<file path="src/hw/csr_pkg.sv">
`default_nettype none

package csr_pkg;

  // widths with a meaning of their own
  typedef logic [31:0] xlen_t;
  typedef logic [11:0] csr_addr_t;
  typedef logic [3:0]  cause_t;    // exception or interrupt code
  typedef logic [4:0]  fflags_t;   // nv dz of uf nx
  typedef logic [2:0]  frm_t;
  typedef logic [63:0] dword_t;

  // floating point user registers
  localparam csr_addr_t csr_fflags    = 12'h001;
  localparam csr_addr_t csr_frm       = 12'h002;
  localparam csr_addr_t csr_fcsr      = 12'h003;

  // machine trap setup
  localparam csr_addr_t csr_mstatus   = 12'h300;
  localparam csr_addr_t csr_misa      = 12'h301;
  localparam csr_addr_t csr_mie       = 12'h304;
  localparam csr_addr_t csr_mtvec     = 12'h305;

  // machine trap handling
  localparam csr_addr_t csr_mscratch  = 12'h340;
  localparam csr_addr_t csr_mepc      = 12'h341;
  localparam csr_addr_t csr_mcause    = 12'h342;
  localparam csr_addr_t csr_mtval     = 12'h343;
  localparam csr_addr_t csr_mip       = 12'h344;

  // machine counters, low and high halves
  localparam csr_addr_t csr_mcycle    = 12'hb00;
  localparam csr_addr_t csr_minstret  = 12'hb02;
  localparam csr_addr_t csr_mcycleh   = 12'hb80;
  localparam csr_addr_t csr_minstreth = 12'hb82;

  // machine interrupt codes, also the mip/mie bit positions
  localparam cause_t irq_mach_soft   = 4'd3;
  localparam cause_t irq_mach_timer  = 4'd7;
  localparam cause_t irq_mach_extern = 4'd11;

  // mxl = 1 (rv32), extensions f, i, m
  localparam xlen_t misa_value = {2'b01, 4'b0000, 26'b00_0000_0000_0001_0001_0010_0000};

  // direct mode, base at 0x100
  localparam xlen_t mtvec_reset = 32'h0000_0100;

endpackage

`default_nettype wire

</file>
<file path="src/hw/csr_counters.sv">
`timescale 1ns/100ps
`default_nettype none

module csr_counters (
  input  wire logic               clk,
  input  wire logic               rst,
  input  wire logic               wren,
  input  wire csr_pkg::csr_addr_t waddr,
  input  wire csr_pkg::xlen_t     wdata,
  input  wire logic               retire,
  output csr_pkg::dword_t         mcycle,
  output csr_pkg::dword_t         minstret
);

  logic wr_cycle_lo;
  logic wr_cycle_hi;
  logic wr_instret_lo;
  logic wr_instret_hi;

  // a half write replaces that half and skips the increment
  function automatic csr_pkg::dword_t next_count(
    input csr_pkg::dword_t cur,
    input logic            wr_lo,
    input logic            wr_hi,
    input csr_pkg::xlen_t  data,
    input logic            inc
  );
    if (wr_lo) begin
      return {cur[63:32], data};
    end else if (wr_hi) begin
      return {data, cur[31:0]};
    end else if (inc) begin
      return cur + 64'd1;
    end
    return cur;
  endfunction

  assign wr_cycle_lo   = wren && (waddr == csr_pkg::csr_mcycle);
  assign wr_cycle_hi   = wren && (waddr == csr_pkg::csr_mcycleh);
  assign wr_instret_lo = wren && (waddr == csr_pkg::csr_minstret);
  assign wr_instret_hi = wren && (waddr == csr_pkg::csr_minstreth);

  always_ff @(posedge clk) begin
    if (!rst) begin
      mcycle   <= '0;
      minstret <= '0;
    end else begin
      mcycle   <= next_count(mcycle, wr_cycle_lo, wr_cycle_hi, wdata, 1'b1); // free running
      minstret <= next_count(minstret, wr_instret_lo, wr_instret_hi, wdata, retire);
    end
  end

endmodule

`default_nettype wire

</file>
<file path="src/hw/csr_file.sv">
`timescale 1ns/100ps
`default_nettype none

module csr_file (
  input  wire logic               clk,
  input  wire logic               rst,
  // software write port
  input  wire logic               wren,
  input  wire csr_pkg::csr_addr_t waddr,
  input  wire csr_pkg::xlen_t     wdata,
  // software read port
  input  wire logic               rden,
  input  wire csr_pkg::csr_addr_t raddr,
  output csr_pkg::xlen_t          rdata,
  // trap and return
  input  wire logic               take_trap,
  input  wire logic               take_irq,
  input  wire csr_pkg::cause_t    take_cause,
  input  wire csr_pkg::xlen_t     epc,
  input  wire csr_pkg::xlen_t     tval,
  input  wire logic               mret_req,
  // floating point flags
  input  wire logic               fpu_valid,
  input  wire csr_pkg::fflags_t   fpu_fflags,
  // sampled pending bits
  input  wire logic               mip_meip,
  input  wire logic               mip_mtip,
  input  wire logic               mip_msip,
  // counters
  input  wire csr_pkg::dword_t    mcycle,
  input  wire csr_pkg::dword_t    minstret,
  // state towards trap logic and core
  output logic                    mstatus_mie,
  output logic                    mie_meie,
  output logic                    mie_mtie,
  output logic                    mie_msie,
  output csr_pkg::xlen_t          mtvec,
  output csr_pkg::xlen_t          mcause,
  output csr_pkg::xlen_t          mepc,
  output logic [1:0]              fs,
  output csr_pkg::frm_t           frm
);

  logic             mstatus_mpie;
  logic             mstatus_sd;
  csr_pkg::xlen_t   mscratch;
  csr_pkg::xlen_t   mtval;
  logic             mcause_irq;
  csr_pkg::cause_t  mcause_code;
  csr_pkg::fflags_t fflags;

  assign mstatus_sd = (fs == 2'b11); // dirty fp state summary
  assign mcause     = {mcause_irq, 27'b0, mcause_code};

  always_ff @(posedge clk) begin
    if (!rst) begin
      mstatus_mie  <= 1'b0;
      mstatus_mpie <= 1'b0;
      fs           <= 2'b00;
      mie_meie     <= 1'b0;
      mie_mtie     <= 1'b0;
      mie_msie     <= 1'b0;
      mtvec        <= csr_pkg::mtvec_reset;
      mscratch     <= '0;
      mepc         <= '0;
      mtval        <= '0;
      mcause_irq   <= 1'b0;
      mcause_code  <= '0;
      fflags       <= '0;
      frm          <= '0;
    end else begin
      if (wren) begin
        case (waddr)
          csr_pkg::csr_mstatus : begin
            fs           <= wdata[14:13];
            mstatus_mpie <= wdata[7];
            mstatus_mie  <= wdata[3];
          end
          csr_pkg::csr_mie : begin
            mie_meie <= wdata[11];
            mie_mtie <= wdata[7];
            mie_msie <= wdata[3];
          end
          csr_pkg::csr_mtvec    : mtvec <= {wdata[31:2], 1'b0, wdata[0]}; // mode 0 or 1 only
          csr_pkg::csr_mscratch : mscratch <= wdata;
          csr_pkg::csr_mepc     : mepc <= wdata;
          csr_pkg::csr_mtval    : mtval <= wdata;
          csr_pkg::csr_mcause : begin
            mcause_irq  <= wdata[31];
            mcause_code <= wdata[3:0];
          end
          csr_pkg::csr_fflags : fflags <= wdata[4:0];
          csr_pkg::csr_frm    : frm <= wdata[2:0];
          csr_pkg::csr_fcsr : begin
            frm    <= wdata[7:5];
            fflags <= wdata[4:0];
          end
          default : ;
        endcase
      end

      // hardware updates come last so they override a software write
      if (fpu_valid) begin
        fflags <= fpu_fflags;
      end

      if (mret_req) begin
        mstatus_mie  <= mstatus_mpie;
        mstatus_mpie <= 1'b0;
      end

      if (take_trap) begin
        mstatus_mpie <= mstatus_mie; // stack the enable
        mstatus_mie  <= 1'b0;
        mepc         <= epc;
        mtval        <= tval;
        mcause_irq   <= take_irq;
        mcause_code  <= take_cause;
      end
    end
  end

  always_comb begin
    rdata = '0;
    if (rden) begin
      case (raddr)
        csr_pkg::csr_mstatus : rdata = {mstatus_sd, 16'b0, fs, 5'b0,
                                        mstatus_mpie, 3'b0, mstatus_mie, 3'b0};
        csr_pkg::csr_misa    : rdata = csr_pkg::misa_value;
        csr_pkg::csr_mie     : rdata = {20'b0, mie_meie, 3'b0, mie_mtie, 3'b0,
                                        mie_msie, 3'b0};
        csr_pkg::csr_mip     : rdata = {20'b0, mip_meip, 3'b0, mip_mtip, 3'b0,
                                        mip_msip, 3'b0};
        csr_pkg::csr_mtvec     : rdata = mtvec;
        csr_pkg::csr_mscratch  : rdata = mscratch;
        csr_pkg::csr_mepc      : rdata = mepc;
        csr_pkg::csr_mcause    : rdata = mcause;
        csr_pkg::csr_mtval     : rdata = mtval;
        csr_pkg::csr_mcycle    : rdata = mcycle[31:0];
        csr_pkg::csr_mcycleh   : rdata = mcycle[63:32];
        csr_pkg::csr_minstret  : rdata = minstret[31:0];
        csr_pkg::csr_minstreth : rdata = minstret[63:32];
        csr_pkg::csr_fflags    : rdata = {27'b0, fflags};
        csr_pkg::csr_frm       : rdata = {29'b0, frm};
        csr_pkg::csr_fcsr      : rdata = {24'b0, frm, fflags};
        default                : rdata = '0;
      endcase
    end
  end

endmodule

`default_nettype wire

</file>
<file path="src/hw/csr_unit.sv">
`timescale 1ns/100ps
`default_nettype none

module csr_unit (
  input  wire logic               clk,
  input  wire logic               rst,
  input  wire logic               rden,
  input  wire csr_pkg::csr_addr_t raddr,
  output csr_pkg::xlen_t          rdata,
  input  wire logic               wren,
  input  wire csr_pkg::csr_addr_t waddr,
  input  wire csr_pkg::xlen_t     wdata,
  input  wire logic               retire,
  input  wire logic               exc_valid,
  input  wire csr_pkg::cause_t    exc_cause,
  input  wire csr_pkg::xlen_t     epc,
  input  wire csr_pkg::xlen_t     tval,
  input  wire logic               mret_req,
  input  wire logic               fpu_valid,
  input  wire csr_pkg::fflags_t   fpu_fflags,
  input  wire logic               meip,
  input  wire logic               mtip,
  input  wire logic               msip,
  output logic                    trap,
  output logic                    mret,
  output csr_pkg::xlen_t          trap_vector,
  output csr_pkg::xlen_t          mepc,
  output logic [1:0]              fs,
  output csr_pkg::frm_t           frm
);

  logic            mstatus_mie;
  logic            mie_meie;
  logic            mie_mtie;
  logic            mie_msie;
  csr_pkg::xlen_t  mtvec;
  csr_pkg::xlen_t  mcause;
  logic            take_trap;
  logic            take_irq;
  csr_pkg::cause_t take_cause;
  logic            mip_meip;
  logic            mip_mtip;
  logic            mip_msip;
  csr_pkg::dword_t mcycle;
  csr_pkg::dword_t minstret;

  csr_file u_file (
    .clk, .rst,
    .wren, .waddr, .wdata,
    .rden, .raddr, .rdata,
    .take_trap, .take_irq, .take_cause, .epc, .tval, .mret_req,
    .fpu_valid, .fpu_fflags,
    .mip_meip, .mip_mtip, .mip_msip,
    .mcycle, .minstret,
    .mstatus_mie, .mie_meie, .mie_mtie, .mie_msie,
    .mtvec, .mcause, .mepc, .fs, .frm
  );

  csr_counters u_counters (
    .clk, .rst,
    .wren, .waddr, .wdata,
    .retire,
    .mcycle, .minstret
  );

  trap_unit u_trap (
    .clk, .rst,
    .meip, .mtip, .msip,
    .mstatus_mie, .mie_meie, .mie_mtie, .mie_msie,
    .retire, .exc_valid, .exc_cause, .mret_req,
    .mtvec, .mcause,
    .take_trap, .take_irq, .take_cause,
    .mip_meip, .mip_mtip, .mip_msip,
    .trap, .mret, .trap_vector
  );

endmodule

`default_nettype wire

</file>
<file path="src/hw/trap_unit.sv">
`timescale 1ns/100ps
`default_nettype none

module trap_unit (
  input  wire logic            clk,
  input  wire logic            rst,
  // interrupt pins and enables
  input  wire logic            meip,
  input  wire logic            mtip,
  input  wire logic            msip,
  input  wire logic            mstatus_mie,
  input  wire logic            mie_meie,
  input  wire logic            mie_mtie,
  input  wire logic            mie_msie,
  // requests from the core
  input  wire logic            retire,
  input  wire logic            exc_valid,
  input  wire csr_pkg::cause_t exc_cause,
  input  wire logic            mret_req,
  // vector base and current cause
  input  wire csr_pkg::xlen_t  mtvec,
  input  wire csr_pkg::xlen_t  mcause,
  // towards the register file
  output logic                 take_trap,
  output logic                 take_irq,
  output csr_pkg::cause_t      take_cause,
  output logic                 mip_meip,
  output logic                 mip_mtip,
  output logic                 mip_msip,
  // towards the core
  output logic                 trap,
  output logic                 mret,
  output csr_pkg::xlen_t       trap_vector
);

  logic ext_ready;
  logic tmr_ready;
  logic sft_ready;
  logic irq_ready;

  // pins are sampled once, so mip lags them by a cycle
  always_ff @(posedge clk) begin
    if (!rst) begin
      mip_meip <= 1'b0;
      mip_mtip <= 1'b0;
      mip_msip <= 1'b0;
    end else begin
      mip_meip <= meip;
      mip_mtip <= mtip;
      mip_msip <= msip;
    end
  end

  assign ext_ready = mip_meip && mie_meie;
  assign tmr_ready = mip_mtip && mie_mtie;
  assign sft_ready = mip_msip && mie_msie;

  // interrupts are only taken at an instruction boundary
  assign irq_ready = mstatus_mie && retire && (ext_ready || tmr_ready || sft_ready);

  assign take_trap = exc_valid || irq_ready;
  assign take_irq  = !exc_valid;

  always_comb begin
    if (exc_valid) begin
      take_cause = exc_cause;
    end else if (ext_ready) begin
      take_cause = csr_pkg::irq_mach_extern;
    end else if (tmr_ready) begin
      take_cause = csr_pkg::irq_mach_timer;
    end else begin
      take_cause = csr_pkg::irq_mach_soft;
    end
  end

  always_ff @(posedge clk) begin
    if (!rst) begin
      trap <= 1'b0;
      mret <= 1'b0;
    end else begin
      trap <= take_trap;
      mret <= mret_req;
    end
  end

  // vectored mode (1) adds 4 * cause to the base
  always_comb begin
    if (mtvec[1:0] == 2'b01) begin
      trap_vector = {mtvec[31:2] + {26'b0, mcause[3:0]}, 2'b00};
    end else begin
      trap_vector = {mtvec[31:2], 2'b00};
    end
  end

endmodule

`default_nettype wire

</file>
<file path="config.mk">
export PLATFORM = sky130hd
export DESIGN_NAME = csr_unit
export DESIGN_NICKNAME = d
export VERILOG_FILES = /design/src/hw/csr_pkg.sv /design/src/hw/csr_counters.sv /design/src/hw/csr_file.sv /design/src/hw/csr_unit.sv /design/src/hw/trap_unit.sv
export SDC_FILE = /design/constraint.sdc
export NUM_CORES = 1
export LEC_CHECK = 0
export BUFFER_PORTS_ARGS = -buffer_cell sky130_fd_sc_hd__buf_2
export CORE_MARGIN = 2
export CORE_UTILIZATION = 40
export CTS_BUF_LIST = sky130_fd_sc_hd__clkbuf_4 sky130_fd_sc_hd__clkbuf_8
export DETAILED_ROUTE_END_ITERATION = 16
export HOLD_SLACK_MARGIN = 0.1
export MAX_ROUTING_LAYER = met4
export SLEW_MARGIN = 15
export SYNTH_ARGS = -nofsm -noshare
export SYNTH_HDL_FRONTEND = slang
export SYNTH_SLANG_ARGS = --single-unit
</file>
<file path="constraint.sdc">
create_clock -name clk -period 3 [get_ports clk]
set_input_delay 0.3 -clock clk [delete_from_list [all_inputs] [get_ports clk]]
set_output_delay 0.3 -clock clk [all_outputs]
set_load 0.05 [all_outputs]
</file>
After elaboration in Yosys (flattened, before gate mapping)
Index checks and enable logic that the tools add are counted.
W data, S select, Z words.

word-level totals
  bits in registers = 280
  input port bits = 140
  output and inout bits = 103
  word-level logic and storage cells = 142

cells by class
  add/sub/neg operators = 3
  equal/unequal tests = 33
  muxes and demuxes = 39
  bitwise operators = 3
  reductions and logical operators = 41

operators by type and width
  kind                     count
  $pmux W32 S16            1
  $mux W32                 10
  $eq A12 B10 Y1 const B   16
  $mux W64                 3
  $add A64 B1 Y64 const B  2
  $eq A12 B12 Y1 const B   8
  $eq A12 B2 Y1 const B    4
  $add A30 B4 Y30          1
  $reduce_and A2 Y1        15
  $eq A12 B1 Y1 const B    2
  $mux W4                  5
  $reduce_bool A2 Y1       9
  $mux W1                  15
  $mux W5                  3
  $logic_and A1 B1 Y1      9
  $pmux W3 S2              1
  $reduce_bool A3 Y1       2
  $ne A2 B1 Y1 const B     2
  $reduce_or A2 Y1         2
  $logic_or A1 B1 Y1       3
  $mux W3                  1
  $not A1 Y1               3
  $eq A2 B2 Y1 const B     1
  $logic_not A1 Y1         1

Longest topological paths before layout
  word-level depth = 7
  mapped depth = 10
  gate-level depth less buffers = 8

Cells and area by module
From an unflattened synthesis, not the netlist that was laid out.

second synthesis, totals
  cells, all modules = 2197
  area, all modules = 17379.2 µm²

by module, submodules not included
  module        times used  cells an instance  area an instance (µm²)  seq. area each (µm²)
  csr_file      1           1080               8705.8                  2942.8
  csr_counters  1           985                7698.6                  2562.5
  trap_unit     1           132                974.7                   100.1

Worst setup path before layout
OpenSTA, ideal clock, no wires.

  path kind = input-to-output
  start point = input port raddr[3]
  end point = output port rdata[12]
  data arrival time = 2666 ps
  data required time = 2700 ps
  path slack = 34 ps
  stages on the path = 9
  cell sequence = clkbuf_1 -> or2_1 -> clkbuf_1 -> nor3b_2 -> and3_1 -> buf_2 -> buf_4 -> a22oi_1 -> a41oi_1

between the ends
  cells in the longest elaborated chain, start to end = 3
  elaborated cells between the ends (all ways) = 18

ends and longest elaborated chain
  what                                   line             source
  from (decl)                            csr_unit.sv:8    input wire csr_pkg::csr_addr_t raddr,
  $eq A12 B2 Y1 (tied with other cells)  csr_file.sv:126  case (raddr)
  $pmux W32 S16 (*)                      csr_file.sv:126
  $mux W32 (*)                           csr_file.sv:125  if (rden) begin
  to (decl)                              csr_unit.sv:9    output csr_pkg::xlen_t rdata,

Every way passes the cells marked *; elsewhere a longest branch is shown, timed or not.

Worst setup path after layout
  start point = register u_file.mtvec[16]
  end point = output port trap_vector[31]

between the ends
  cells in the longest elaborated chain, start to end = 2

ends and longest elaborated chain
  what                    line             source
  from (decl)             csr_file.sv:37   output csr_pkg::xlen_t mtvec,
  from (signal assigned)  csr_file.sv:63   mtvec <= csr_pkg::mtvec_reset;
  from (signal assigned)  csr_file.sv:84   csr_pkg::csr_mtvec : mtvec <= {wdata[31:2], 1'b0, wdata[0]};
  $add A30 B4 Y30         trap_unit.sv:89  trap_vector = {mtvec[31:2] + {26'b0, mcause[3:0]}, 2'b00};
  $mux W32                trap_unit.sv:88  if (mtvec[1:0] == 2'b01) begin
  to (decl)               csr_unit.sv:26   output csr_pkg::xlen_t trap_vector,

No other way between the ends.

==> run metrics <==
Setup Crit Path Kind reg -> out; clock-pin transition on the worst setup and hold timing paths 60 ps; Synth Area in Simple Gates 0.2271; DR vias/cell 6.237; Starting Density 0.4043; Critical R2R Capture u_counters.mcycle[60]; io pins 243; Async S/R FF share, synth 0; Routed WL 82,510 um; TritonRoute pass-1 iters 10; cell mode on critical path and3_1; flip-flop and latch area 5615 um2; max cap viols 0; number of port buffers 240; CP max FO 5; # DRC 0; Post-Synthesis Cell Area 16,920 um2; Power per Cell Area 416.8 nW/um2; Fin Clk Skew 24.47 ps; failing checks negative setup slack; initial antenna violation count 4; Setup WS pre-CTS 41.15 ps; Sink Count 280; vias in the first global route 18,653; Synth area leaders dfxtp_1, a21oi_1, mux2i_1, nand2_1, o21ai_0; worst setup path startpoint u_file.mtvec[16]; Root Driver clkbuf_8; Period minus WS final 3078 ps; warnings from Yosys 0; CP startpoint kind flop; Hold Crit Depth 3; vias 19,653; gr usage total 0.3783; fill count 4,013; setup slack after layout -78.14 ps; Crit Reg-Reg Startpoint u_counters.mcycle[1]; fraction of synthesized area in multiplexers 0.09354; Syn Area/Cell 7.730 um2; Die H 209.7 um; Worst-Margin Slew 729.8 ps; required time worst endpoint 2700 ps; r2r worst-path depth 8; hold_sp wdata[14]; multi-input combinational cell area 10,670 um2; Synth top area share 0.3313; area leader, netlist dfxtp_1; layout cells sized above 1 0.2197; CTS buffer count 52; max incr delay on CP 460 ps; Nets 2,715; RePlAce Congestion 1.001; hold endpoint u_file.mscratch[14]; Area growth syn-to-layout 30.55%; RSZ-0062 raised after global routing true; xor/xnor share of the synthesized area 0.05435; hpwl dp 60,090 um; Die Wd 209.7 um; most frequent cells in the layout a21oi_1, dfxtp_1, nand2_1, buf_2, o21ai_0; CTS tree yes; CTS max path bufs 3; Leak 7.924 nW; first-pass GRT wire length 121,800 um; main combinational cell family by area after synthesis compound AO/OA/AOI/OAI gates; fraction of the mapped netlist area in adder cells 0.005620; EDFF count, synth 0; largest net degree at the start of global routing 94; Clk Latency, worst-skew pair 660 ps; Netlist cell types 90; H-tree depth 2; Hold Path Class in -> reg; Fin. Hold Viols 0; max frequency 0.3249 GHz; Setup Viol. Count Final 4; status finished, violations left; CP Capture Type output port; Final period util 1.026; Max-Slew Margin vs Limit 0.5135; crit-path cells and3_1 > and3_1 > and3_1 > and3_4 > nand4_1 > xnor2_2 > buf_6; Total Power 9.207 mW; WP data arrival 2780 ps; reg2reg setup slack 320 ps; Slowest-stage cell, CP dfxtp_1; most common cell after layout, fill and taps aside a21oi_1; Antenna Violating Nets Remaining 0; ys flop type dfxtp_1; worst vdd ir 0.3120 mV; Initial DRC Count 2,181; Std-Cell Rows 75; per-cell routed wire length 26.19 um; sequential area share after synthesis 0.3313; Gate Count Post-Synth 2,189; grt ovf 0; CORE AREA 41,850 um2; Compound-Gate Fraction of Synth Area 0.2375; full die area 43,960 um2; final slew viol count 0; Seq cells post-synth 280
repair_timing:
| action | CTS | global route |
|---|---|---|
| hold endpoints to repair | 162 | 0 |
| buffers inserted | 3 | 3 |
| hold buffers | 116 | 0 |
| setup endpoints to repair | 21 | 26 |
| pin swaps | 12 | 8 |
| gates resized for setup | 47 | 22 |
power by group:
group          switching (mW)  leakage (nW)  total [mW]  internal [mW]
combinational           0.655          5.01        1.04          0.385
sequential             0.0817          2.28        3.88           3.80
clock                    1.79         0.630        4.28           2.49
critical path: cells and delay by family, from the launching register on:
kind,cells,cell delay [ps]
DFF,1,460
xor gates and xnor gates,1,350
buffers and inverters,1,210
and+or+nand+nor,5,1090
logic make-up after synthesis:
kind of cell	Yosys count
AOI/OAI and AO/OA	674
xor gates and xnor gates	105
adders and majority gates	7
buffers and inverters	206
DFF	280
muxes	154
other	1
and+or+nand+nor	762
cell usage after synthesis (7+ instances only):
master    count
a221oi_1     25
nand4_1      61
and2_1       27
xor2_1       35
nand3_1      88
nand2_1     256
and4_1       19
buf_1        11
o211ai_1      7
o22ai_1      33
a31oi_1      24
mux2i_1     130
nor2_1      128
buf_2        48
xnor2_1      70
nor4_1       25
nor3_1       52
inv_1        17
a211oi_1     18
a21oi_1     286
dfxtp_1     280
a22o_1        8
clkbuf_2      7
clkbuf_1    119
mux2_2       23
o21ai_0     156
a32oi_1      10
a22oi_1      44
or3_1        12
and3_1       41
registers in the layout (all words and copies together), names as in the netlist, 2 cells and up:
register	count
u_counters.minstret	64
u_file.frm	3
u_file.fs	2
u_file.fflags	5
u_counters.mcycle	64
u_file.mcause_code	4
u_file.mtvec	31
u_file.mepc	32
u_file.mtval	32
u_file.mscratch	32
cell type report:
class	instances	share of cell area
repair buffers	512	0.1750
well taps	539	0.03053
clock inverters	9	0.005720
inverters	18	0.003172
flip-flops and latches	280	0.2542
multi-input cells	1704	0.4828
diodes	4	0.0004531
clock buffers	85	0.04814
metrics by stage:
stage | setup TNS [ps] | instances | utilization | cell area, um2 | hold WS [ps]
5_1_grt | -980.3 | 3150 | 0.5278 | 22090 | 134.2
2_1_floorplan | 0 | 2190 | - | 16930 | 421.7
4_1_cts | -391.4 | 3146 | 0.5254 | 21990 | 107.6
6_report | -131.3 | 3151 | 0.5278 | 22090 | 144.7
3_3_place_gp | -3203 | 2932 | 0.4643 | 19430 | 440.0
3_5_place_dp | 0 | 2933 | 0.4646 | 19440 | 446.7
worst max path at each step:
stage                      endpoint  slack (ps)  depth (start not counted)
global placement    trap_vector[24]        -460                         10
global route        trap_vector[31]        -140                          7
detailed placement         rdata[1]          40                          9
CTS                 trap_vector[16]         -90                         10
floorplan                 rdata[12]          30                          9
finish              trap_vector[31]         -80                          7
metal layers:
metal | GRT usage | part of all wire | vias to the layer above
li1 | - | - | 8835
met1 | 0.5141 | 0.43 | 9488
met2 | 0.5617 | 0.43 | 1128
met3 | 0.06524 | 0.098 | 202
met4 | 0.1423 | 0.038 | 0
met5 | - | 0 | -
(Power assumes the default switching activity.)
